<file path="src/logic/ciPkg.sv">
// custom-instruction package
// instruction field positions, register selector and the DMA settings
// shared by the CPU decode, the register file and the DMA engine
package ciPkg;

    // ciN value this block answers to
    localparam logic [7:0] customId = 8'h0E;

    // local SRAM depth in words
    localparam int sramDepth = 512;

    // valueA layout
    localparam int selectMsb = 12;
    localparam int selectLsb = 10;
    localparam int writeBit = 9;

    // CPU operand and result word
    typedef logic [31:0] ciWord;

    // local SRAM word address
    typedef logic [8:0] sramAddr;

    // DMA transfer length in words
    typedef logic [9:0] blockSize;

    // target of a CPU access, valueA bits 12..10
    typedef enum logic [2:0] {
        selMemory     = 3'd0,
        selBusStart   = 3'd1,
        selMemStart   = 3'd2,
        selBlockSize  = 3'd3,
        selBurstSize  = 3'd4,
        selCtrlStatus = 3'd5
    } regSelect;

    // settings handed to the DMA engine
    typedef struct packed {
        ciWord      busStart;
        sramAddr    memStart;
        blockSize   blockLen;
        // burst length minus one
        logic [7:0] burstLen;
        // single-cycle launch strobes
        logic       startRead;
        logic       startWrite;
    } dmaConfig;

    // engine state seen by the register file
    typedef struct packed {
        logic busy;
        // one-cycle pulse when the bus reported an error
        logic error;
    } dmaStatus;

endpackage

</file>
<file path="src/logic/dmaRegisters.sv">
// DMA configuration registers
// holds the transfer settings, turns control writes into launch strobes,
// keeps the error flag and builds the zero-extended read-back word
`timescale 1ns/1ps

module dmaRegisters (
    input  logic            clock,
    input  logic            rst,
    input  logic            access,
    input  ciPkg::regSelect select,
    input  logic            write,
    input  ciPkg::ciWord    writeData,
    output ciPkg::ciWord    readData,
    output ciPkg::dmaConfig cfg,
    input  ciPkg::dmaStatus status
);

    ciPkg::ciWord    busStartReg;
    ciPkg::sramAddr  memStartReg;
    ciPkg::blockSize blockLenReg;
    logic [7:0]      burstLenReg;
    logic            errorFlag;
    logic            regWrite;
    logic            ctrlWrite;
    logic            errorBit;

    assign regWrite = access && write;
    assign ctrlWrite = regWrite && select == ciPkg::selCtrlStatus;

    // settings truncated to field width
    always_ff @(posedge clock) begin
        if (rst) begin
            busStartReg <= '0;
            memStartReg <= '0;
            blockLenReg <= '0;
            burstLenReg <= '0;
        end else if (regWrite) begin
            case (select)
                ciPkg::selBusStart:  busStartReg <= writeData;
                ciPkg::selMemStart:  memStartReg <= writeData[8:0];
                ciPkg::selBlockSize: blockLenReg <= writeData[9:0];
                ciPkg::selBurstSize: burstLenReg <= writeData[7:0];
                default: ;
            endcase
        end
    end

    // error sticks until the next control write
    always_ff @(posedge clock) begin
        if (rst) begin
            errorFlag <= 1'b0;
        end else if (ctrlWrite) begin
            errorFlag <= 1'b0;
        end else if (status.error) begin
            errorFlag <= 1'b1;
        end
    end

    // engine pulse counts before the flag catches it
    assign errorBit = errorFlag || status.error;

    always_comb begin
        cfg.busStart = busStartReg;
        cfg.memStart = memStartReg;
        cfg.blockLen = blockLenReg;
        cfg.burstLen = burstLenReg;
        // launch only when idle
        // bit 0 wins over bit 1
        cfg.startRead = ctrlWrite && !status.busy && writeData[0];
        cfg.startWrite = ctrlWrite && !status.busy && !writeData[0] && writeData[1];
    end

    // read-back with busy in status bit 0 and error in bit 1
    always_comb begin
        case (select)
            ciPkg::selBusStart:   readData = busStartReg;
            ciPkg::selMemStart:   readData = {23'd0, memStartReg};
            ciPkg::selBlockSize:  readData = {22'd0, blockLenReg};
            ciPkg::selBurstSize:  readData = {24'd0, burstLenReg};
            ciPkg::selCtrlStatus: readData = {30'd0, errorBit, status.busy};
            default:              readData = '0;
        endcase
    end

    // a launch of a non-empty block must make the engine busy
    assert property (@(posedge clock) disable iff (rst)
        (cfg.startRead || cfg.startWrite) && cfg.blockLen != '0 |=> status.busy)
        else $error("DMA launch not taken by the engine");

endmodule

</file>
<file path="config.mk">
export PLATFORM = sky130hd
export DESIGN_NAME = dmaRegisters
export DESIGN_NICKNAME = d
export VERILOG_FILES = /design/src/logic/ciPkg.sv /design/src/logic/dmaRegisters.sv
export SDC_FILE = /design/constraint.sdc
export NUM_CORES = 1
export LEC_CHECK = 0
export BUFFER_PORTS_ARGS = -buffer_cell sky130_fd_sc_hd__buf_4
export CAP_MARGIN = 0
export CORE_MARGIN = 10
export CORE_UTILIZATION = 37
export CTS_BUF_LIST = sky130_fd_sc_hd__clkbuf_8 sky130_fd_sc_hd__clkbuf_16
export DETAILED_ROUTE_END_ITERATION = 12
export GPL_TIMING_DRIVEN = 1
export PLACE_DENSITY = 0.66
export SKIP_CTS_REPAIR_TIMING = 1
export SYNTH_ARGS = -nofsm -noshare
export SYNTH_HDL_FRONTEND = slang
export SYNTH_SLANG_ARGS = --single-unit
</file>
<file path="constraint.sdc">
create_clock -name clock -period 5.4 [get_ports clock]
set_input_delay 1.62 -clock clock [delete_from_list [all_inputs] [get_ports clock]]
set_output_delay 1.62 -clock clock [all_outputs]
set_load 0.05 [all_outputs]
</file>
## Yosys cells after proc, flatten, opt, wreduce, memory -nomap -nowiden

Cells that the tools add are included.

- Input port bits: 41
- Register bits: 60
- Output and inout bits: 93

- Reduce and logical (&&, ||, !) cells: 14
- Equality and inequality tests: 5
- Multiplexer cells: 1

Operator list:

| kind | number |
|---|---|
| $pmux W32 S5 | 1 |
| $reduce_and A2 Y1 | 4 |
| $eq A3 B2 Y1 const B | 2 |
| $eq A3 B3 Y1 const B | 2 |
| $logic_and A1 B1 Y1 | 6 |
| $eq A3 B1 Y1 const B | 1 |
| $logic_not A1 Y1 | 2 |
| $reduce_or A2 Y1 | 1 |
| $logic_or A1 B1 Y1 | 1 |

## Depth between registers and ports, before layout

Gate-level depths: netlist of run 1.

- Depth in word-level cells: 5
- Mapped depth: 6
- Gate-level depth less buffers: 3

## Least setup slack after synthesis of run 1

OpenSTA, ideal clock, no wires.

- Kind: input -> output
- From: in select[1]
- To: out cfg[1] (netlist bit)
- Stages on the path: 3
- Arrival time: 3,599 ps
- Required time: 3,780 ps
- Setup slack: 181 ps
- Path buffers: 1
- Path through: clkbuf_1 -> nand2b_4 -> nor4b_1

RTL lines:

| what | line | text |
|---|---|---|
| start: declaration | dmaRegisters.sv:10 | `input ciPkg::regSelect select,` |
| end: declaration | dmaRegisters.sv:14 | `output ciPkg::dmaConfig cfg,` |

## Final worst setup path of run 1

- From: in select[1]
- To: out readData[7]

- Cells in the longest elaborated chain, start to end: 2
- Elaborated cells on any way between the ends: 6
- Classes of those cells: 5 x eq/ne; 1 x mux

Ends and longest elaborated chain:

| what | line | text |
|---|---|---|
| $eq A3 B3 Y1, or another cell as far along | dmaRegisters.sv:75 | `case (select)` |
| $pmux W32 S5 (*) | dmaRegisters.sv:75 |  |
| end: declaration | dmaRegisters.sv:13 | `output ciPkg::ciWord readData,` |

Mark *: on every way between the ends. The rest lies on a longest branch, timed or not.

==> impl_metrics.ini, run 1 <==
[status]
status = completed

[finish]
stdcell_count = 536
layout_common_cells = 137 x buf_4, 93 x nand2b_1, 68 x mux2i_1
drive_gt1_frac = 0.357
final_common_cell = buf_4
diodes = 0
fin_nets = 471
syn_to_final_growth_pct = 39.6

[power]
peakVddDrop_v = 0.000144
power_mw = 0.998
power_per_cell_area_mw_per_mm2 = 236
p_leak_nw = 1.97

[worst_setup_path]
crit_path_max_incr_delay_ns = 0.27
path_common_cell = buf_4
ff2ff_path_depth = 2
crit_slowest_cell = nor2b_1
start_kind = input pin
crit_type = in2out
crit_family = buffers and inverters
setup.worst_path.end_class = output port
r2r-end = blockLenReg[3]$_SDFFE_PP0P_
crit_buf_inv = 3
critPathRequiredTime_ns = 3.78
ff2ff_setup_slack_ns = 4.72
regToRegStartpoint = blockLenReg[3]$_SDFFE_PP0P_
critical_path.max_fanout = 16
cp_data_arrival_time_ns = 2.79
path_cells = buf_4, nor2b_1, buf_4, a22oi_1, o22ai_1, buf_4

[synthesis]
syn-cell-area_mm2 = 0.00303
synth_edf_count = 0
synthesis.instances = 306
synth.avg_cell_area_um2 = 9.90
seq_area_frac_synth = 0.396
synthFlopType = dfxtp_1
async_reset_ff_frac = 0
syn_nets = 347
synth_cell_type_count = 29
synth_warnings = 0
ys_seq_elements = 60

[grt]
grt.total_usage = 0.140
grt_pass1_wl_mm = 14.1
grt_antenna_before_repair = 0
first_global_vias = 2548
grt_max_degree = 93
grt_overflow = 0

[floorplan]
num_rows = 32
die_x_um = 111
die_h_um = 111
core_mm2 = 0.00785
io_pins = 134
die_area_mm2 = 0.0122
start_util = 0.386

[min_path]
hp-class = reg2reg
worstHoldStart = busStartReg[29]$_SDFFE_PP0P_
whs_path_depth = 2
worstHoldEndpoint = busStartReg[29]$_SDFFE_PP0P_

[placement]
gp_congestion = 0.759
hpwl_mm = 6.75
port_buffers = 133
place_inst = 521

[route]
vias_per_cell = 4.70
drt_pre_antenna_iters = 4
ant_nets = 0
wl_per_cell_um = 16.7
wl_mm = 8.97
num_vias = 2518
post-route-drc-count = 0
drt_iter0_markers = 91

[sta]
setup_tns_ns = 0
relSlewSlack = 0.341
hold_violations = 0
finClkSkew_ns = 0
max_freq_mhz = 227
rsz0062_at_grt = no
setup_violations = 0
slew_violations = 0
fin_crit_sh = 0.816
worstMarginPinSlew_ns = 0.987
fin_crit_ns = 4.41

[clock_tree]
cts_buffers = 9
insertion_delay_ns = 0.33
ctsHtreeMaxLevel = 3
path_clk_slew_ns = 0.07
cts_root_buf = clkbuf_8
clock_path_buffers = 2
tritoncts = built
clock_sinks = 60

[flow_run]
cap_violations = 0
-- per-layer routing --
metal / routed length, um / track usage / share of wire
met5: 0 / 0 / 0
met4: 131 / 0.0518 / 0.015
met3: 439 / 0.0432 / 0.049
met2: 4610 / 0.237 / 0.51
met1: 3790 / 0.160 / 0.42
-- worst reg2reg max path, stage by stage (launching register included) --
cell	delay, ns
dfxtp_1	0.37
nand2b_1	0.07
mux2i_1	0.15
-- cell type report --
type / instances / area (um^2)
Multi-Input combinational cell: 222 / 1670
Timing Repair Buffer: 137 / 1030
Clock buffer: 9 / 124
Clock inverter: 6 / 82.6
Sequential cell: 60 / 1200
Fill cell: 737 / 3620
Tap cell: 102 / 128
-- how the worst max path moves through the flow --
stage | from | endpoint | slack (ns) | cells after the start
finish | select[1] | readData[7] | 0.99 | 6
global placement | select[1] | readData[7] | 1.04 | 6
CTS | select[1] | readData[7] | 1.01 | 6
global route | select[1] | readData[7] | 0.82 | 6
floorplan | select[1] | cfg[1] | 0.18 | 3
detailed placement | select[1] | readData[7] | 1.02 | 6
-- flip-flops by register name, indices dropped and copies added (netlist names) --
signal / flops
blockLenReg: 10
burstLenReg: 8
busStartReg: 32
errorFlag: 1
memStartReg: 9
-- cell usage after synthesis (2+ instances only) --
library cell	number	share of area
a221oi_1	2	0.0058
nor2_1	5	0.0062
a22oi_1	7	0.017
and2_1	22	0.045
nand3_1	2	0.0033
buf_4	4	0.0099
nand2b_1	93	0.19
nor2b_1	3	0.0062
buf_12	3	0.020
o22ai_1	6	0.012
mux2i_1	68	0.22
dfxtp_1	60	0.40
clkbuf_1	15	0.019
-- logic make-up (layout without fill, tap and decap cells) --
| group | count (synthesis) | after routing | synth area share |
|---|---|---|---|
| AOI/OAI and AO/OA | 19 | 19 | 0.0438 |
| buffers and inverters | 24 | 152 | 0.0537 |
| DFF | 60 | 60 | 0.396 |
| muxes | 69 | 69 | 0.228 |
| and+or+nand+nor | 134 | 134 | 0.278 |
-- through the flow --
stage | setup slack, ns | util | hold slack, ns | area, um^2
after floorplan | 0.181 | - | 0.472 | 3030
after global placement | 1.04 | 0.513 | 0.470 | 4020
after detailed placement | 1.02 | 0.513 | 0.481 | 4020
after CTS | 1.01 | 0.539 | 0.493 | 4230
after global routing | 0.823 | 0.539 | 0.509 | 4230
final | 0.995 | 0.539 | 0.488 | 4230
-- power by group --
group	internal [mW]	leakage, nW	total, mW	switching, mW
Clock	0.254	0.104	0.424	0.170
Combinational	0.0538	1.38	0.121	0.0667
Sequential	0.449	0.485	0.454	0.00499
No activity file was read; power rests on OpenSTA's default activity.
==> inputs of run 2 (changes only) <==
--- a/config.mk
+++ b/config.mk
@@ -5,6 +5,7 @@
 export SDC_FILE = /design/constraint.sdc
 export NUM_CORES = 1
 export LEC_CHECK = 0
+export ABC_AREA = 1
 export BUFFER_PORTS_ARGS = -buffer_cell sky130_fd_sc_hd__buf_4
 export CAP_MARGIN = 0
 export CORE_MARGIN = 10
@@ -12,7 +13,7 @@
 export CTS_BUF_LIST = sky130_fd_sc_hd__clkbuf_8 sky130_fd_sc_hd__clkbuf_16
 export DETAILED_ROUTE_END_ITERATION = 12
 export GPL_TIMING_DRIVEN = 1
-export PLACE_DENSITY = 0.66
+export PLACE_DENSITY = 0.68
 export SKIP_CTS_REPAIR_TIMING = 1
 export SYNTH_ARGS = -nofsm -noshare
 export SYNTH_HDL_FRONTEND = slang
==> constraint.sdc (replaced) <==
create_clock -name clock -period 3.8 [get_ports clock]
set_input_delay 1.14 -clock clock [delete_from_list [all_inputs] [get_ports clock]]
set_output_delay 1.14 -clock clock [all_outputs]
set_load 0.05 [all_outputs]
==> run 2 against run 1 <==
Synthesized cell count is 66% higher. Non-clock buffer count up 1. Synthesized area rose by 3.4%. Hold slack improved by 0.012 ns. Register-to-register slack got worse by 1.6 ns. Clock skew unchanged. Worst setup slack got worse by 0.64 ns. Largest power group unchanged. Highest routed layer unchanged.
==> impl_metrics.ini, run 2 <==
[status]
status = completed

[power]
peakVddDrop_v = 0.000122
power_per_cell_area_mw_per_mm2 = 321
p_leak_nw = 2.20

[worst_setup_path]
critPathRequiredTime_ns = 2.66
crit_path_max_incr_delay_ns = 0.23
path_common_cell = nand2_1
setup.worst_path.end_class = output port
start_kind = input pin
path_cells = buf_4, inv_2, nand2_1, nor2_2, buf_4, nand2_1, nand2_1, inv_1, nand2_1, buf_4
crit_slowest_cell = buf_4
critical_path.max_fanout = 17
cp_data_arrival_time_ns = 2.30
crit_type = in2out

[floorplan]
start_util = 0.381
num_rows = 33
die_x_um = 112
die_area_mm2 = 0.0125
die_h_um = 112
core_mm2 = 0.00822
io_pins = 134

[synthesis]
synth.avg_cell_area_um2 = 6.16
async_reset_ff_frac = 0
syn-cell-area_mm2 = 0.00313
ys_seq_elements = 60
synth_cell_type_count = 20
syn_nets = 550
synth_commonest_cells = 156 x nor2_1, 109 x nand2_1, 80 x inv_1
synthesis.instances = 509
synth_edf_count = 0
synth.most_common_cell = nor2_1
netlist.top_cell.by_area = dfxtp_1
seq_area_frac_synth = 0.383
synthFlopType = dfxtp_1
synth_top_cell_area_share = 0.383
synth_warnings = 0
synthTopCellsByArea = dfxtp_1 38%, nor2_1 19%, nand2_1 13%, inv_1 9.6%, nand3_1 8.1%

[clock_tree]
path_clk_slew_ns = 0.06
ctsHtreeMaxLevel = 3
insertion_delay_ns = 0.33
cts_buffers = 9
clock_path_buffers = 2
cts_root_buf = clkbuf_8
clock_sinks = 60
tritoncts = built

[min_path]
hp-class = reg2reg

[finish]
syn_to_final_growth_pct = 37.1
largest-register = busStartReg
area.sequential_mm2 = 0.00120
layout_common_cells = 156 x nor2_1, 138 x buf_4, 109 x nand2_1
drive_gt1_frac = 0.256
fin_nets = 673
top_regs = busStartReg (32), blockLenReg (10), memStartReg (9)
n_fill_cell = 831
multiInputGateArea_mm2 = 0.00144
diodes = 0
final_common_cell = nor2_1
largest_reg_flops = 32

[sta]
rsz0062_at_grt = no
hold_violations = 0
fin_crit_sh = 0.906
relSlewSlack = 0.339
fin_crit_ns = 3.44
finalWorstSetupSlack_ns = 0.358
worstMarginPinSlew_ns = 0.990
setup_tns_ns = 0
max_freq_mhz = 291
setup_violations = 0
slew_violations = 0
finClkSkew_ns = 0

[route]
post-route-drc-count = 0
vias_per_cell = 4.52
wl_mm = 9.86
num_vias = 3351
drt_iter0_markers = 228
drt_pre_antenna_iters = 4
ant_nets = 0
wl_per_cell_um = 13.3

[grt]
grt.total_usage = 0.152
grt_max_degree = 60
grt_overflow = 0
grt_antenna_before_repair = 0
grt_pass1_wl_mm = 16.2
first_global_vias = 3278

[placement]
hpwl_mm = 7.27
place_ws_ns = 0.355
port_buffers = 133
gp_congestion = 0.837

[flow_run]
cap_violations = 0
==> run 2: cell count changes after synthesis, sizes merged, moves of 4 or more <==
cell    previous run  this run
and2              22         0
inv                0        82
nor2               5       162
nand3              2        54
nand2              1       110
clkbuf            15         0
nor2b              4         0
nand2b            94         0
a22oi              7         0
o22ai              6         0
a21oi              1         7
buf                9        26
mux2i             68         0
==> run 2: worst max-delay path, delay by kind of cell <==
family	cells	cell delay, ns
buf+inv	5	0.80
simple gates	5	0.37
==> run 2: metal layers <==
layer / wire length [um] / GRT usage
met5: 0 / 0
met4: 107 / 0.0423
met3: 870 / 0.0527
met2: 4190 / 0.240
met1: 4690 / 0.193
==> run 2: kinds of logic after synthesis <==
group                  share of synthesized area
AND/OR/NAND/NOR                            0.449
flip-flops                                 0.383
buffers and inverters                      0.157
AO/OA/AOI/OAI                             0.0112
==> run 2: report_power, final <==
part	leakage (nW)	switching (mW)	internal, mW
registers	0.486	0.0119	0.644
logic	1.62	0.150	0.0767
clock network	0.0976	0.234	0.262
==> run 2: final cells by class <==
| class | instances | share of cell area |
|---|---|---|
| Tap cell | 105 | 0.0306 |
| Timing Repair Buffer | 138 | 0.241 |
| Sequential cell | 60 | 0.280 |
| Clock inverter | 4 | 0.00408 |
| Inverter | 84 | 0.0734 |
| Multi-Input combinational cell | 339 | 0.336 |
| Clock buffer | 11 | 0.0353 |
==> run 2: worst paths after layout <==
check                                                 start                          end  slack [ns]  cells past startpoint
worst min register to register  busStartReg[7]$_SDFFE_PP0P_  busStartReg[7]$_SDFFE_PP0P_        0.50                      2
worst max register to register  burstLenReg[1]$_SDFFE_PP0P_  burstLenReg[1]$_SDFFE_PP0P_        3.08                      4
worst max-delay path                              select[2]                  readData[3]        0.36                     10
worst min-delay path            busStartReg[7]$_SDFFE_PP0P_  busStartReg[7]$_SDFFE_PP0P_        0.50                      2
==> run 2: per-stage QoR <==
step                      hold WS, ns  area (um^2)  cells   util  power [mW]
after global placement          0.492         4130    726  0.502       0.895
after detailed placement        0.492         4130    726  0.502       0.898
final                           0.501         4290    741  0.523        1.38
after floorplan                 0.502         3130    509      -       0.818
after global routing            0.522         4290    741  0.523        1.44
after CTS                       0.502         4290    741  0.523        1.40
==> inputs of run 3 (changes only) <==
--- a/config.mk
+++ b/config.mk
@@ -13,7 +13,9 @@
 export CTS_BUF_LIST = sky130_fd_sc_hd__clkbuf_8 sky130_fd_sc_hd__clkbuf_16
 export DETAILED_ROUTE_END_ITERATION = 12
 export GPL_TIMING_DRIVEN = 1
+export MAX_ROUTING_LAYER = met4
 export PLACE_DENSITY = 0.68
+export RECOVER_POWER = 100
 export SKIP_CTS_REPAIR_TIMING = 1
 export SYNTH_ARGS = -nofsm -noshare
 export SYNTH_HDL_FRONTEND = slang
==> run 3 against run 2 <==
Sequential share of layout area is 2.5 points higher. Register-to-register slack about the same. Fmax is 3.1% lower. Non-clock buffer count unchanged. Wire length up 0.82%. Highest routed layer unchanged.
==> impl_metrics.ini, run 3 (same netlist as run 2, synthesis figures left out) <==
[worst_setup_path]
critical_path.max_fanout = 11
start_kind = input pin
crit_path_max_incr_delay_ns = 0.37
path_cells = buf_4, inv_2, nand3_1, inv_1, nand2_1, nand3_1, clkbuf_2
critPathRequiredTime_ns = 2.66
path_common_cell = nand3_1
cp_data_arrival_time_ns = 2.41
crit_buf_inv = 4
crit_family = buffers and inverters
crit_slowest_cell = nand3_1
ff2ff_setup_slack_ns = 3.07
crit_type = in2out
setup.worst_path.end_class = output port

[route]
vias_per_cell = 4.53
wl_mm = 9.94
post-route-drc-count = 0
drt_pre_antenna_iters = 4
num_vias = 3358
drt_iter0_markers = 219
wl_per_cell_um = 13.4
ant_nets = 0

[finish]
fin_nets = 673
largest-register = busStartReg
fin_area_mm2 = 0.00395
syn_to_final_growth_pct = 25.9
drive_gt1_frac = 0.132
area.sequential_mm2 = 0.00120
diodes = 0
final_common_cell = nor2_1
layout_common_cells = 157 x nor2_1, 110 x nand2_1, 82 x inv_1
n_fill_cell = 922
top_regs = busStartReg (32), blockLenReg (10), memStartReg (9)
multiInputGateArea_mm2 = 0.00141
largest_reg_flops = 32

[sta]
finalWorstSetupSlack_ns = 0.249
worstMarginPinSlew_ns = 1.45
fin_crit_sh = 0.934
setup_violations = 0
relSlewSlack = 0.0290
slew_violations = 0
max_freq_mhz = 282
fin_crit_ns = 3.55
finClkSkew_ns = 0
setup_tns_ns = 0
hold_violations = 0
rsz0062_at_grt = no

[clock_tree]
cts_root_buf = clkbuf_8
clock_sinks = 60
cts_buffers = 9
ctsHtreeMaxLevel = 3
clock_path_buffers = 2
insertion_delay_ns = 0.33
path_clk_slew_ns = 0.06
tritoncts = built

[status]
status = completed

[grt]
top_usage_layer = met2
grt_overflow = 0
use_met1 = 0.197
grt.total_usage = 0.157
grt_antenna_before_repair = 0
grt_max_degree = 60
use_met2 = 0.240
first_global_vias = 3288
grt_pass1_wl_mm = 16.2
grt_util_met3 = 0.0453

[placement]
place_ws_ns = 0.355
place_area_mm2 = 0.00413
port_buffers = 133
gp_congestion = 0.850
hpwl_mm = 7.27

[power]
peakVddDrop_v = 0.000120
power_mw = 1.36
p_leak_nw = 1.87
power_per_cell_area_mw_per_mm2 = 345

[min_path]
hp-class = reg2reg

[floorplan]
die_area_mm2 = 0.0125
die_h_um = 112
io_pins = 134
die_x_um = 112
start_util = 0.381
core_mm2 = 0.00822
num_rows = 33

[flow_run]
cap_violations = 0
run 3: cell type report:
type                    instances  area share
clock buffers                  11      0.0384
clock inverters                 4     0.00444
inverters                      84      0.0799
multi-input cells             339       0.356
flip-flops and latches         60       0.304
well taps                     105      0.0333
repair buffers                138       0.183
run 3: tightest hold or removal path, stage by stage (launching register included):
cell and delay (ns):
dfxtp_1 0.32, nor2_1 0.10, nor2_1 0.05
run 3: per-layer routing:
metal / up-vias / routed length [um]
li1: 1746 / -
met2: 120 / 4260
met4: 0 / 101
met1: 1479 / 4920
met5: - / 0
met3: 13 / 660
run 3: through the flow:
| step | utilization | cells | hold WS (ns) |
|---|---|---|---|
| 4_1_cts | 0.523 | 741 | 0.502 |
| 3_5_place_dp | 0.502 | 726 | 0.492 |
| 3_3_place_gp | 0.502 | 726 | 0.492 |
| 5_1_grt | 0.480 | 741 | 0.520 |
| 2_1_floorplan | - | 509 | 0.502 |
| 6_report | 0.480 | 741 | 0.500 |
run 3: final timing paths:
path                               start                           to  cells after the start
min          busStartReg[7]$_SDFFE_PP0P_  busStartReg[7]$_SDFFE_PP0P_                      2
max reg2reg  burstLenReg[1]$_SDFFE_PP0P_  burstLenReg[1]$_SDFFE_PP0P_                      4
max                            select[2]                  readData[8]                      7
min reg2reg  busStartReg[7]$_SDFFE_PP0P_  busStartReg[7]$_SDFFE_PP0P_                      2
run 3: where the power goes:
| group | switching (mW) | internal, mW | total, mW | leakage (nW) |
|---|---|---|---|---|
| combinational | 0.148 | 0.0623 | 0.210 | 1.29 |
| clock | 0.232 | 0.262 | 0.494 | 0.0976 |
| sequential | 0.0115 | 0.644 | 0.655 | 0.486 |
| total | 0.392 | 0.968 | 1.36 | 1.87 |
