### src/logic/ciPkg.sv
// custom-instruction package
// instruction field positions, register selector and the DMA settings
// shared by the CPU decode, the register file and the DMA engine
package ciPkg;

    // ciN value this block answers to
    localparam logic [7:0] customId = 8'h0E;

    // local SRAM depth in words
    localparam int sramDepth = 512;

    // valueA layout
    localparam int selectMsb = 12;
    localparam int selectLsb = 10;
    localparam int writeBit = 9;

    // CPU operand and result word
    typedef logic [31:0] ciWord;

    // local SRAM word address
    typedef logic [8:0] sramAddr;

    // DMA transfer length in words
    typedef logic [9:0] blockSize;

    // target of a CPU access, valueA bits 12..10
    typedef enum logic [2:0] {
        selMemory     = 3'd0,
        selBusStart   = 3'd1,
        selMemStart   = 3'd2,
        selBlockSize  = 3'd3,
        selBurstSize  = 3'd4,
        selCtrlStatus = 3'd5
    } regSelect;

    // settings handed to the DMA engine
    typedef struct packed {
        ciWord      busStart;
        sramAddr    memStart;
        blockSize   blockLen;
        // burst length minus one
        logic [7:0] burstLen;
        // single-cycle launch strobes
        logic       startRead;
        logic       startWrite;
    } dmaConfig;

    // engine state seen by the register file
    typedef struct packed {
        logic busy;
        // one-cycle pulse when the bus reported an error
        logic error;
    } dmaStatus;

endpackage

### src/logic/busPkg.sv
// system bus package
// address/data and burst types plus the master-side signal bundles
package busPkg;

    // byte step between consecutive bus words
    localparam int wordBytes = 4;

    // multiplexed address/data word
    typedef logic [31:0] busWord;

    // burst length minus one
    typedef logic [7:0] burstCount;

    // what the bus drives into this block
    typedef struct packed {
        logic   grant;
        busWord addressData;
        logic   endTransaction;
        logic   dataValid;
        // slave back-pressure
        logic   busy;
        logic   error;
    } busIn;

    // what this block drives onto the bus
    typedef struct packed {
        logic      request;
        busWord    addressData;
        burstCount burstSize;
        logic      readNotWrite;
        logic      beginTransaction;
        logic      endTransaction;
        logic      dataValid;
        // slave-side fields, tied low since this block is master only
        logic      busy;
        logic      error;
    } busOut;

endpackage

### src/logic/dmaBusMaster.sv
// DMA bus master
// splits a block into bursts and moves words between the system bus and
// SRAM port B in either direction, honoring slave back-pressure and errors
`timescale 1ns/1ps

module dmaBusMaster (
    input  logic            clock,
    input  logic            rst,
    input  ciPkg::dmaConfig cfg,
    output ciPkg::dmaStatus status,
    output ciPkg::sramAddr  sramAddr,
    output logic            sramWe,
    output ciPkg::ciWord    sramWrData,
    input  ciPkg::ciWord    sramRdData,
    input  busPkg::busIn    busIn,
    output busPkg::busOut   busOut
);

    typedef enum logic [2:0] {
        sIdle,
        sBegin,
        sRequest,
        sReadData,
        sWriteData,
        sWriteEnd,
        sNextBurst
    } dmaState;

    dmaState           state;
    busPkg::busWord    busAddr;
    ciPkg::sramAddr    memAddr;
    ciPkg::blockSize   wordsLeft;
    logic [8:0]        burstLeft;
    busPkg::burstCount burstLen;
    logic              isRead;
    logic              errorSeen;
    logic              launch;
    logic              granted;
    logic              wordIn;
    logic              wordOut;
    logic [9:0]        maxBurst;
    logic [9:0]        burstWords;

    // empty blocks never leave idle
    assign launch = state == sIdle && (cfg.startRead || cfg.startWrite)
                    && cfg.blockLen != '0;
    // first grant cycle carries the address phase
    assign granted = state == sRequest && busIn.grant;
    // incoming read word
    assign wordIn = state == sReadData && busIn.dataValid && burstLeft != '0;
    // outgoing word taken by the slave
    assign wordOut = state == sWriteData && !busIn.busy;

    // last burst shortened to what remains
    assign maxBurst = 10'(burstLen) + 10'd1;
    assign burstWords = (wordsLeft > maxBurst) ? maxBurst : wordsLeft;

    // look one word ahead once the current one is accepted
    assign sramAddr = wordOut ? memAddr + 1'b1 : memAddr;
    assign sramWe = wordIn;
    assign sramWrData = busIn.addressData;

    assign status.busy = state != sIdle;
    assign status.error = errorSeen;

    always_ff @(posedge clock) begin
        if (rst) begin
            state <= sIdle;
            errorSeen <= 1'b0;
        end else begin
            errorSeen <= 1'b0;
            if (state != sIdle && busIn.error) begin
                // abandon the block and drop request at once
                state <= sIdle;
                errorSeen <= 1'b1;
            end else begin
                case (state)
                    sIdle: begin
                        if (launch) begin
                            state <= sBegin;
                        end
                    end
                    sBegin: state <= sRequest;
                    sRequest: begin
                        if (busIn.grant) begin
                            state <= isRead ? sReadData : sWriteData;
                        end
                    end
                    sReadData: begin
                        if (busIn.endTransaction) begin
                            state <= sNextBurst;
                        end
                    end
                    sWriteData: begin
                        if (wordOut && burstLeft == 9'd1) begin
                            state <= sWriteEnd;
                        end
                    end
                    sWriteEnd: state <= sNextBurst;
                    sNextBurst: state <= (wordsLeft == '0) ? sIdle : sBegin;
                    default: state <= sIdle;
                endcase
            end
        end
    end

    // word pointers and counters
    always_ff @(posedge clock) begin
        if (rst) begin
            memAddr <= '0;
            wordsLeft <= '0;
            burstLeft <= '0;
        end else if (launch) begin
            memAddr <= cfg.memStart;
            wordsLeft <= cfg.blockLen;
        end else if (state == sBegin) begin
            burstLeft <= burstWords[8:0];
        end else if (wordIn || wordOut) begin
            memAddr <= memAddr + 1'b1;
            wordsLeft <= wordsLeft - 1'b1;
            burstLeft <= burstLeft - 1'b1;
        end
    end

    // bus address and transfer settings
    always_ff @(posedge clock) begin
        if (launch) begin
            busAddr <= cfg.busStart;
            burstLen <= cfg.burstLen;
            isRead <= cfg.startRead;
        end else if (wordIn || wordOut) begin
            busAddr <= busAddr + busPkg::busWord'(busPkg::wordBytes);
        end
    end

    always_comb begin
        busOut = '0;
        busOut.request = state == sRequest;
        busOut.beginTransaction = granted;
        busOut.readNotWrite = granted && isRead;
        if (granted) begin
            busOut.addressData = busAddr;
            busOut.burstSize = busPkg::burstCount'(burstLeft - 9'd1);
        end else if (state == sWriteData) begin
            // held while the slave is busy
            busOut.addressData = sramRdData;
        end
        busOut.dataValid = state == sWriteData;
        busOut.endTransaction = state == sWriteEnd;
    end

    // a finished burst has moved every word it announced
    assert property (@(posedge clock) disable iff (rst)
        state == sNextBurst |-> burstLeft == '0)
        else $error("burst ended with words outstanding");

endmodule

### config.mk
export PLATFORM = sky130hd
export DESIGN_NAME = dmaBusMaster
export DESIGN_NICKNAME = d
export VERILOG_FILES = /design/src/logic/ciPkg.sv /design/src/logic/busPkg.sv /design/src/logic/dmaBusMaster.sv
export SDC_FILE = /design/constraint.sdc
export NUM_CORES = 1
export LEC_CHECK = 0
export BUFFER_PORTS_ARGS = -buffer_cell sky130_fd_sc_hd__clkbuf_2
export CAP_MARGIN = 10
export CORE_ASPECT_RATIO = 0.7
export CORE_MARGIN = 2
export CORE_UTILIZATION = 53
export DETAILED_ROUTE_END_ITERATION = 6
export PLACE_DENSITY_LB_ADDON = 0.1
export SKIP_LAST_GASP = 1
export SLEW_MARGIN = 10
export SYNTH_ARGS = -nofsm -noshare
export SYNTH_HDL_FRONTEND = slang
export SYNTH_SLANG_ARGS = --single-unit
export TNS_END_PERCENT = 100
### constraint.sdc
create_clock -name clock -period 9.19 [get_ports clock]
set_input_delay 0.919 -clock clock [delete_from_list [all_inputs] [get_ports clock]]
set_output_delay 0.919 -clock clock [all_outputs]
set_load 0.01 [all_outputs]
# == Yosys cells after proc, flatten, opt, wreduce, memory -nomap -nowiden ==
# Index checks and enable logic that the tools add are counted.
# word_totals
ff_bits,73
latchBits,0
ramBits,0
rom_bits,0
word_cells,73
n_memories,0
# op_classes
add_sub_neg,5
n_mul,0
n_div,0
magnitude_cmp,1
eq_ne,12
shifts,0
n_mux,23
bitwise,1
reduce_logical,23
# ops
op,count
$mux W32,4
$mux W9,7
$add A32 B3 Y32 const B,1
$mux W10,3
$pmux W3 S7,1
$mux W3,5
$gt A10 B9 Y1,1
$logic_not A10 Y1,1
$reduce_bool A10 Y1,1
$sub A10 B1 Y10 const B,1
$add A8 B1 Y9 const B,1
$add A9 B1 Y9 const B,1
$eq A3 B3 Y1 const B,3
$eq A9 B1 Y1 const B,1
$logic_and A1 B1 Y1,9
$reduce_bool A9 Y1,1
$sub A9 B1 Y9 const B,1
$mux W8,1
$ne A2 B2 Y1 const B,4
$eq A3 B2 Y1 const B,2
$reduce_and A2 Y1,2
$reduce_and A4 Y1,1
$reduce_bool A2 Y1,2
$eq A3 B1 Y1 const B,1
8 further kinds,10

# == Depth between registers and ports, before layout ==
# Gate-level depths: netlist of the first run.
# depth
depth_word,7
ltp_mapped,10

# == Worst setup path after synthesis of the first run ==
# Ideal clock, no wire load.
# synth_timing
kind,input port to output port
from,in busIn[1] (netlist bit)
to,out sramAddr[5]
t_arrival_ns,2.152
t_required_ns,8.271
path_slack_ns,6.119
cell_stages,5
path_cell_list,nor4b_1 clkbuf_1 clkbuf_1 nand3_1 xnor2_1
# synth_between
elab_chain_cells,3
# synth_lines
element,line,source
start: declaration,dmaBusMaster.sv:15,"input busPkg::busIn busIn,"
$logic_not A1 Y1,dmaBusMaster.sv:52,assign wordOut = state == sWriteData && !busIn.busy;
$logic_and A1 B1 Y1,dmaBusMaster.sv:52,
$mux W9,dmaBusMaster.sv:59,assign sramAddr = wordOut ? memAddr + 1'b1 : memAddr;
end: declaration,dmaBusMaster.sv:11,"output ciPkg::sramAddr sramAddr,"
# Every way passes these cells.

==> results of run 1 <==
per-stage QoR:
stage	total power, mW	utilization [%]	hold WS (ps)
detailed placement	1.44	60.3	466
floorplan	1.25	-	447
global placement	1.42	60.3	454
finish	1.83	63.6	476
global route	1.97	63.6	494
CTS	1.82	63.6	474
report_power, final:
part           switching, mW  internal, mW  leakage (nW)
Combinational          0.442         0.307          1.80
Sequential             0.182         0.527         0.672
Clock                  0.131         0.241         0.158
Total                  0.755          1.08          2.63
synthesized netlist by cell type, drive strengths merged (5+ instances only):
| cell type | instances | area [sq um] |
|---|---|---|
| buf | 45 | 315 |
| nand3 | 27 | 135 |
| nor3 | 12 | 65.1 |
| inv | 19 | 71.3 |
| o21ai | 45 | 225 |
| xor2 | 35 | 307 |
| or4 | 5 | 41.3 |
| nor4b | 5 | 43.8 |
| nand2b | 5 | 31.3 |
| o32ai | 6 | 52.6 |
| edfxtp | 41 | 1230 |
| xnor2 | 16 | 140 |
| a211oi | 8 | 60.1 |
| and2 | 5 | 31.3 |
| nand2 | 59 | 221 |
| a311o | 6 | 60.1 |
| a31oi | 6 | 37.5 |
| a21oi | 22 | 110 |
| and3 | 15 | 93.8 |
| nor4 | 11 | 68.8 |
| nand4 | 13 | 81.3 |
| a22o | 33 | 289 |
| nor3b | 5 | 37.5 |
| ha | 15 | 188 |
| clkbuf | 27 | 101 |
| dfxtp | 32 | 641 |
| nor2 | 52 | 195 |
path summary, 6_finish.rpt:
path | slack [ps] | cells past startpoint | start | end
setup reg to reg | 6020 | 7 | burstLeft[0] | wordsLeft[8]
hold reg to reg | 480 | 2 | memAddr[8] | memAddr[8]
setup / recovery | 5580 | 6 | state[1] | busOut[14]
hold / removal | 480 | 2 | memAddr[8] | memAddr[8]
cell families after synthesis:
group,share of synthesized area (%)
other cells,0.0713
simple gates,22.1
xor+xnor,8.49
mux,0.428
flops,35.6
compound gates,20.5
fa+ha+maj,3.57
buf+inv,9.27
registers in the layout, summed over array words and instances, names as in the netlist:
register,count
busAddr,32
wordsLeft,10
burstLeft,9
memAddr,9
burstLen,8
state,3
errorSeen,1
isRead,1
worst reg2reg max path, delay by kind of cell (launching register included):
kind	cells	cell delay, ps
and+or+nand+nor	2	1350
AOI/OAI and AO/OA	3	1070
DFF	1	330
adders and majority gates	1	200
buffers and inverters	1	100
layout make-up:
| type | instances | area share, % |
|---|---|---|
| clock buffers | 14 | 4.63 |
| clock inverters | 2 | 0.568 |
| inverters | 19 | 1.16 |
| multi-input cells | 452 | 47.4 |
| flip-flops and latches | 73 | 30.4 |
| well taps | 128 | 2.60 |
| repair buffers | 161 | 13.3 |
per-layer routing:
layer / GRT usage (%) / share of wire (%) / vias to the layer above
met1: 37.0 / 46 / 2384
met3: 4.91 / 7.8 / 40
met4: 12.1 / 2.2 / 0
met5: 0 / 0 / -
li1: - / - / 2436
met2: 38.7 / 44 / 233
==> impl_metrics.toml, run 1 <==
[routing]
vias = 5093
drtIter0Drc = 453
avgRoutedWirePerCell_um = 17.0
drcViolationCount = 0
antenna_violating_nets_post_route = 0
via_per_inst = 6.00
drt_pass1_iterations = 5
route.final.wire_length_mm = 14.4

[place]
count_of_buffers_inserted_at_the_top_level_ports = 156
place_congestion = 0.898
placed_cell_area_sq_um = 5840
post-dp-hpwl_mm = 10.5
post-place-ws_ps = 5810
numPlacedInstances = 833

[final_layout]
multiInputGateArea_sq_um = 2920
fraction_of_layout_cells_with_a_size_suffix_above_1_pct = 26.4
design.final.nets = 863
final_cell_mix = "clkbuf_2, nand2_1, nor2_1"
stdcell_count = 849
mostFrequentLayoutCell = "clkbuf_2"
postLayoutCellArea_sq_um = 6160
areaGrowthSynthToFinish_pct = 17.1
fillers = 833
antenna-diode-count = 0
area.sequential_sq_um = 1870

[setup_path]
timing.critical_path.buf_inv = 2
cpPeakStageDelay_ps = 780
worst_path_max_delay_cell = "inv_1"
critical-path-top-delay-family = "buffers and inverters"
critical_path.endpoint_type = "primary output"
worstPathCellList = "nand2b_1, nor2_1, nand2_1, inv_1, a22o_1, clkbuf_2"
worstPathMaxFanout = 32
critPathArrivalTime_ps = 2690
required_arrival_time_at_the_worst_endpoint_ps = 8270
critPathKind = "register to primary output"
crit_path_start_kind = "register"

[sta]
max_freq_ghz = 0.277
setup_ws_ps = 5580
relative_max_transition_margin_pct = 28.6
unrepaired_setup_endpoints_after_global_routing = "no"
tns_ps = 0
final.setup_skew_ps = 8.30
timing.final.crit_period_ps = 3610
report.final.setup_viol = 0
final-hold-violation-count = 0
final.period_utilization_pct = 39.3
report.final.slew_viol_count = 0
worstMarginPinSlew_ps = 1070

[yosys]
netlist_area_sq_um = 5260
ys_dominant_reg_cell = "edfxtp_1"
yosysWarnings = 0
synth_cell_type_count = 65
gate_count_post_synth = 615
share_of_flip_flops_with_an_asynchronous_set_or_reset_pct = 0
synth.yosys.seq_area_share_pct = 35.6
synth-seq-cells = 73
synthesis.area_per_instance_sq_um = 8.55
synth_edf_count = 41

[die]
die_w_um = 123
fp.coreArea_sq_um = 9680
placement_rows = 30
floorplan.initialDensity_pct = 54.3
io_pins = 223
floorplan.die_area_sq_um = 10800
fp.dieH_um = 87.4

[clocking]
clock_sink_count = 73
tritoncts = "built"
ctsHtreeMaxLevel = 3
tritoncts.num_buffers = 9
cts_setup_buffers = 0
clkTransAtPathRegs_ps = 60
clock_latency_on_the_worst_skew_pair_ps = 340
post_cts_resized = 0
max-clock-path-buffers = 2
clock_tree.root_cell = "clkbuf_16"
cts_hold_repair.buffers = 0

[grt]
wire_length_of_the_first_global_routing_pass_mm = 22.0
grt_start_max_net_pins = 71
gr_overflow_total = 0
via_count_of_the_first_global_routing_pass = 4453
antenna_violations_before_repair = 0
grt_usage_pct = 26.2

[hold_path]
min-delay-path-class = "register to register"

[pwr]
vdd_ir_drop_max_uv = 138
power_leakage_nw = 2.63
power_density_cells_nw_per_um2 = 297

[status]
run_status = "finished, final reports clean"

[job]
maxCapViolCount = 0
Note: power is estimated with default switching activity, not from simulation.
==> inputs of run 2 (changes only) <==
- ABC_AREA: default -> 1
- CORE_UTILIZATION: 53 -> 46
- clock period: 9.19 -> 3.3 ns (I/O delays scaled with it)
==> run 2 against run 1 <==
  * Design area rose by 9.5%
  * Non-clock buffer count fell by 4
  * Global-route usage fell by 1.8 points
  * Clock skew fell by 3.2 ps
  * Clock power rose to 2.6 times the previous value
  * Sequential cell count did not move
  * Die area rose by 28%
  * Via count rose by 13%
  * Sequential share of layout area fell by 2.6 points
  * First-iteration DRC count rose by 3.8%
  * Critical endpoint is now burstLeft[4]
==> impl_metrics.toml, run 2 <==
[final_layout]
fillers = 1266
mostFrequentLayoutCell = "nand2_1"
areaGrowthSynthToFinish_pct = 14.5
final_cell_mix = "nand2_1, clkbuf_2, inv_1"
largest_register_ff_count = 32
regMostFlops = "busAddr"
top_regs = "busAddr: 32 flops, wordsLeft: 10 flops"
antenna-diode-count = 0
stdcell_count = 1116
finish.utilization_pct = 54.1
fraction_of_layout_cells_with_a_size_suffix_above_1_pct = 23.5
area.sequential_sq_um = 1870
design.final.nets = 1096
multiInputGateArea_sq_um = 3170

[die]
floorplan.initialDensity_pct = 47.3
fp.dieH_um = 98.7
floorplan.die_area_sq_um = 13700
fp.coreArea_sq_um = 12500
io_pins = 223
die_w_um = 139
placement_rows = 34

[pwr]
switching_power_mw = 3.19
internal_power_mw = 3.25
power.share.combinational_pct = 53.3
vdd_ir_drop_max_uv = 525
power_density_cells_nw_per_um2 = 956
power_switching_share_pct = 49.5
proportion_of_power_drawn_by_flip_flops_and_latches_pct = 31.9
clock_power_share_pct = 14.8
power_leakage_nw = 3.35

[setup_path]
critPathKind = "register to register"
worstPathMaxFanout = 10
critical_path.endpoint_type = "register"
required_arrival_time_at_the_worst_endpoint_ps = 3540
crit_path_start_kind = "register"
critPathArrivalTime_ps = 2910

[clocking]
clock_tree.root_cell = "clkbuf_16"
ctsHtreeMaxLevel = 3
post_cts_resized = 0
tritoncts.num_buffers = 9
tritoncts = "built"
clock_latency_on_the_worst_skew_pair_ps = 340
cts_setup_buffers = 0
clock_sink_count = 73
max-clock-path-buffers = 2
cts_hold_repair.buffers = 0
clkTransAtPathRegs_ps = 60

[sta]
finalHoldWorstSlack_ps = 163
final.setup_skew_ps = 5.10
unrepaired_setup_endpoints_after_global_routing = "no"
final-hold-violation-count = 0
report.final.slew_viol_count = 0
worstMarginPinSlew_ps = 934
tns_ps = 0
max_freq_ghz = 0.375
relative_max_transition_margin_pct = 37.7
report.final.setup_viol = 0
final.period_utilization_pct = 80.8
setup_ws_ps = 632
timing.final.crit_period_ps = 2670

[routing]
drt_pass1_iterations = 4
drtIter0Drc = 470
antenna_violating_nets_post_route = 0
route.final.wire_length_mm = 16.7
vias = 5752
via_per_inst = 5.15
avgRoutedWirePerCell_um = 15.0
drcViolationCount = 0

[yosys]
share_of_flip_flops_with_an_asynchronous_set_or_reset_pct = 0
post-synth-top-count-cell = "nand2_1"
ys_dominant_reg_cell = "edfxtp_1"
synth_cell_type_count = 44
synthTopCellsByArea = "edfxtp_1, nand2_1, dfxtp_1, inv_1, nor2_1"
yosys.area.top_type = "edfxtp_1"
synthesis.area_per_instance_sq_um = 7.02
gate_count_post_synth = 839
synth.top_cells.by_count = "nand2_1, inv_1, nor2_1, o21ai_0, nand3_1"
synth-seq-cells = 73
yosysWarnings = 0
netlist_area_sq_um = 5890
synth.top_cell.area_share_pct = 20.9
synth_edf_count = 41
synth.yosys.seq_area_share_pct = 31.8

[grt]
grt_start_max_net_pins = 52
wire_length_of_the_first_global_routing_pass_mm = 26.7
grt_usage_pct = 24.3
via_count_of_the_first_global_routing_pass = 5138
gr_overflow_total = 0
antenna_violations_before_repair = 0

[job]
maxCapViolCount = 0

[place]
place_congestion = 0.966
post-place-ws_ps = 692
numPlacedInstances = 1100
count_of_buffers_inserted_at_the_top_level_ports = 156
post-dp-hpwl_mm = 13.1

[hold_path]
min-delay-path-class = "input pin to register"

[status]
run_status = "finished, final reports clean"
run 2: cell count changes after synthesis, moves of 26 or more:
cell,before,now
nand2_1,59,199
inv_1,18,103
nor2_1,52,91
a22o_1,33,6
nand3_1,27,53
run 2: per-stage QoR:
step / power [mW] / area [sq um]
after CTS: 6.45 / 6750
after global placement: 5.46 / 6460
after floorplan: 4.59 / 5890
after detailed placement: 5.46 / 6460
final: 6.45 / 6750
after global routing: 7.04 / 6750
run 2: area by class of cell:
cell class                 instances  share of cell area [%]
multi-input combinational        596                    46.9
sequential                        73                    27.7
timing repair buffer             157                    11.7
inverter                         112                    6.38
clock buffer                      10                    3.71
tap                              162                    3.00
clock inverter                     6                   0.575
run 2: worst max-delay path, cell delays in order, from the launching register on:
cell	delay, ps
edfxtp_1	410
ha_1	210
nand3_1	140
nor3_1	220
nand3_1	170
ha_1	330
nand2_1	50
nor2_1	210
nand4_2	280
nand2_4	210
nand2_1	60
nand3_1	90
nand3_1	80
nand2_1	70
inv_1	30
run 2: per-layer routing:
layer	track usage [%]	share of wire, %	vias up
met2	31.9	37	220
met5	0	0	-
li1	-	-	2922
met3	4.96	7.7	39
met1	39.3	54	2571
met4	6.53	1.7	0
run 2: cell families (layout without fill, tap and decap cells):
kind of cell / after synthesis / count (layout) / share of synthesized area (%)
buffers and inverters: 171 / 285 / 14.5
other: 1 / 2 / 0.0637
adders and majority gates: 15 / 15 / 3.19
AOI/OAI and AO/OA: 120 / 120 / 11.1
DFF: 73 / 73 / 31.8
xor gates and xnor gates: 38 / 38 / 5.65
and+or+nand+nor: 421 / 421 / 33.6
run 2: final timing paths:
path | start | end | slack (ps) | cells after the start
max | burstLen[0] | burstLeft[4] | 630 | 14
min | cfg[6] | burstLen[4] | 160 | 1
max reg2reg | burstLen[0] | burstLeft[4] | 630 | 14
min reg2reg | wordsLeft[0] | wordsLeft[0] | 510 | 2
run 2: power groups by stage:
stage               clock network (mW)  registers [mW]  logic (mW)
floorplan                            0            1.88        2.71
global placement                     0            2.06        3.40
detailed placement                   0            2.05        3.41
finish                           0.957            2.06        3.43
global route                      1.01            2.13        3.90
CTS                              0.978            2.04        3.43
==> inputs of run 3 (changes only) <==
- ABC_AREA: 1 -> 0
- CORE_UTILIZATION: 46 -> 44
- clock period: 3.3 -> 2.3 ns (I/O delays scaled with it)
==> run 3 against run 2 <==
  * The flow now finishes with violations (setup timing)
  * Via count fell by 6.5%
  * Maximum frequency increased by 8.6%
  * Cell count fell by 15%
  * Setup slack got worse by 790 ps
  * Count of clock-buffer cells in the layout is the same
  * Largest cell class unchanged
==> impl_metrics.toml, run 3 (synthesis gave the netlist of run 1 again) <==
[status]
run_status = "finished with violations"
violations = "setup timing"

[final_layout]
areaGrowthSynthToFinish_pct = 36.3
regMostFlops = "busAddr"
mostFrequentLayoutCell = "clkbuf_2"
final_cell_mix = "clkbuf_2, buf_4, nand2_1"
largest_register_ff_count = 32
area.sequential_sq_um = 1870
stdcell_count = 950
fraction_of_layout_cells_with_a_size_suffix_above_1_pct = 40.0
antenna-diode-count = 0
top_regs = "busAddr: 32 flops, wordsLeft: 10 flops"
multiInputGateArea_sq_um = 3260
fillers = 1062
design.final.nets = 935

[job]
maxCapViolCount = 0

[sta]
timing.final.crit_period_ps = 2460
worstMarginPinSlew_ps = 726
final.period_utilization_pct = 107
final.setup_skew_ps = 7.92
report.final.slew_viol_count = 0
final-hold-violation-count = 0
relative_max_transition_margin_pct = 50.9
unrepaired_setup_endpoints_after_global_routing = "yes"
max_freq_ghz = 0.407
setup_ws_ps = -157
finalHoldWorstSlack_ps = 68.6
report.final.setup_viol = 9

[hold_path]
holdPathStages = 1
hp-start = "cfg[8]"
min-delay-path-class = "input pin to register"
timing.hold.worst_endpoint = "burstLen[6]"

[setup_path]
timing.reg2reg.worst_path_depth = 10
critPathArrivalTime_ps = 2680
crit_path_start_kind = "register"
critical_path.reg2reg.startpoint = "burstLen[1]"
required_arrival_time_at_the_worst_endpoint_ps = 2520
rr_endpoint = "burstLeft[7]"
worst-r2r-setup-slack_ps = -160
worstPathMaxFanout = 4
critical_path.endpoint_type = "register"
critPathKind = "register to register"

[clocking]
clock_sink_count = 73
clock_tree.root_cell = "clkbuf_16"
tritoncts = "built"
clkTransAtPathRegs_ps = 60
clock_latency_on_the_worst_skew_pair_ps = 340
tritoncts.num_buffers = 9
cts_hold_repair.buffers = 0
ctsHtreeMaxLevel = 3
max-clock-path-buffers = 2

[die]
fp.coreArea_sq_um = 11700
floorplan.initialDensity_pct = 45.0
placement_rows = 33
floorplan.die_area_sq_um = 12900
die_w_um = 135
fp.dieH_um = 95.5
io_pins = 223

[pwr]
vdd_ir_drop_max_uv = 581
power_leakage_nw = 3.07
power_density_cells_nw_per_um2 = 1250

[routing]
drt_pass1_iterations = 5
drcViolationCount = 0
drtIter0Drc = 476
route.final.wire_length_mm = 16.5
avgRoutedWirePerCell_um = 17.3
vias = 5379
via_per_inst = 5.66
antenna_violating_nets_post_route = 0

[grt]
use_met2_pct = 38.0
global_route.usage.met1_pct = 34.8
wire_length_of_the_first_global_routing_pass_mm = 25.1
antenna_violations_before_repair = 0
via_count_of_the_first_global_routing_pass = 4884
most_used_routing_layer_in_global_routing = "met2"
grt_usage_pct = 24.7
gr_overflow_total = 0
grt_start_max_net_pins = 60
met3_usage_pct = 5.37

[place]
post-dp-hpwl_mm = 11.6
count_of_buffers_inserted_at_the_top_level_ports = 156
numPlacedInstances = 915
place_congestion = 0.872
==> run 3: cell count changes in the layout (fill, tap and decap cells not counted), moves of 8 or more <==
cell	delta
a22o_1	+27
and3_1	+8
buf_4	+69
inv_1	-88
nand2_1	-140
nand3_1	-32
nor2_1	-46
nor2_2	-11
nor3_1	-8
nor3_2	-8
nor4_1	+8
o21ai_0	-20
o21ai_1	-14
xnor2_1	+12
==> run 3: critical path: stages (launching register included) <==
cell      delay [ps]
edfxtp_1         370
ha_2             220
nand3_2          100
buf_6            140
xor2_4           160
ha_4             270
nand4b_1         120
buf_6            160
o32ai_2          340
nor2_2           110
o311a_1          360
==> run 3: layout make-up <==
cell class / instances / area share (%)
tap: 157 / 2.74
clock inverter: 6 / 1.92
inverter: 19 / 0.994
sequential: 73 / 26.1
clock buffer: 10 / 3.33
timing repair buffer: 232 / 19.4
multi-input combinational: 453 / 45.5
==> run 3: worst max-delay path by stage <==
stage	cells after the start	start	slack (ps)	end
floorplan	9	burstLen[0]	10	burstLeft[5]
global placement	8	burstLeft[0]	-230	wordsLeft[4]
detailed placement	8	burstLeft[0]	-350	wordsLeft[4]
CTS	11	burstLen[1]	-140	burstLeft[3]
global route	11	burstLen[1]	-290	burstLeft[0]
finish	10	burstLen[1]	-160	burstLeft[7]
==> run 3: power by group <==
group          internal [mW]  leakage (nW)  switching [mW]
clock                   1.21         0.183           0.591
sequential              2.09         0.673           0.621
combinational           2.06          2.21            2.37
==> run 3: timing repair <==
item                       CTS  global route
setup endpoints to repair   54            60
cloned                       2             0
pin swaps                   28            10
resized for setup           45            26
setup buffers               14             4
==> run 3: metal layers <==
metal,wire length (um),part of all wire (%),vias to the layer above
met5,0,0,-
met4,342,2.1,0
met3,1330,8.1,43
met2,7330,45,228
met1,7450,45,2522
li1,-,-,2586
==> run 3: stage by stage <==
stage	power, mW	setup WS, ps	utilization (%)	setup TNS [ps]	area (sq um)
after floorplan	5.01	14.2	-	0	5300
after global placement	6.20	-226	54.0	-2830	6310
after detailed placement	6.29	-349	54.0	-4770	6310
after CTS	8.66	-142	60.3	-820	7050
after global routing	9.52	-287	61.4	-2210	7170
final	8.94	-157	61.4	-1030	7170
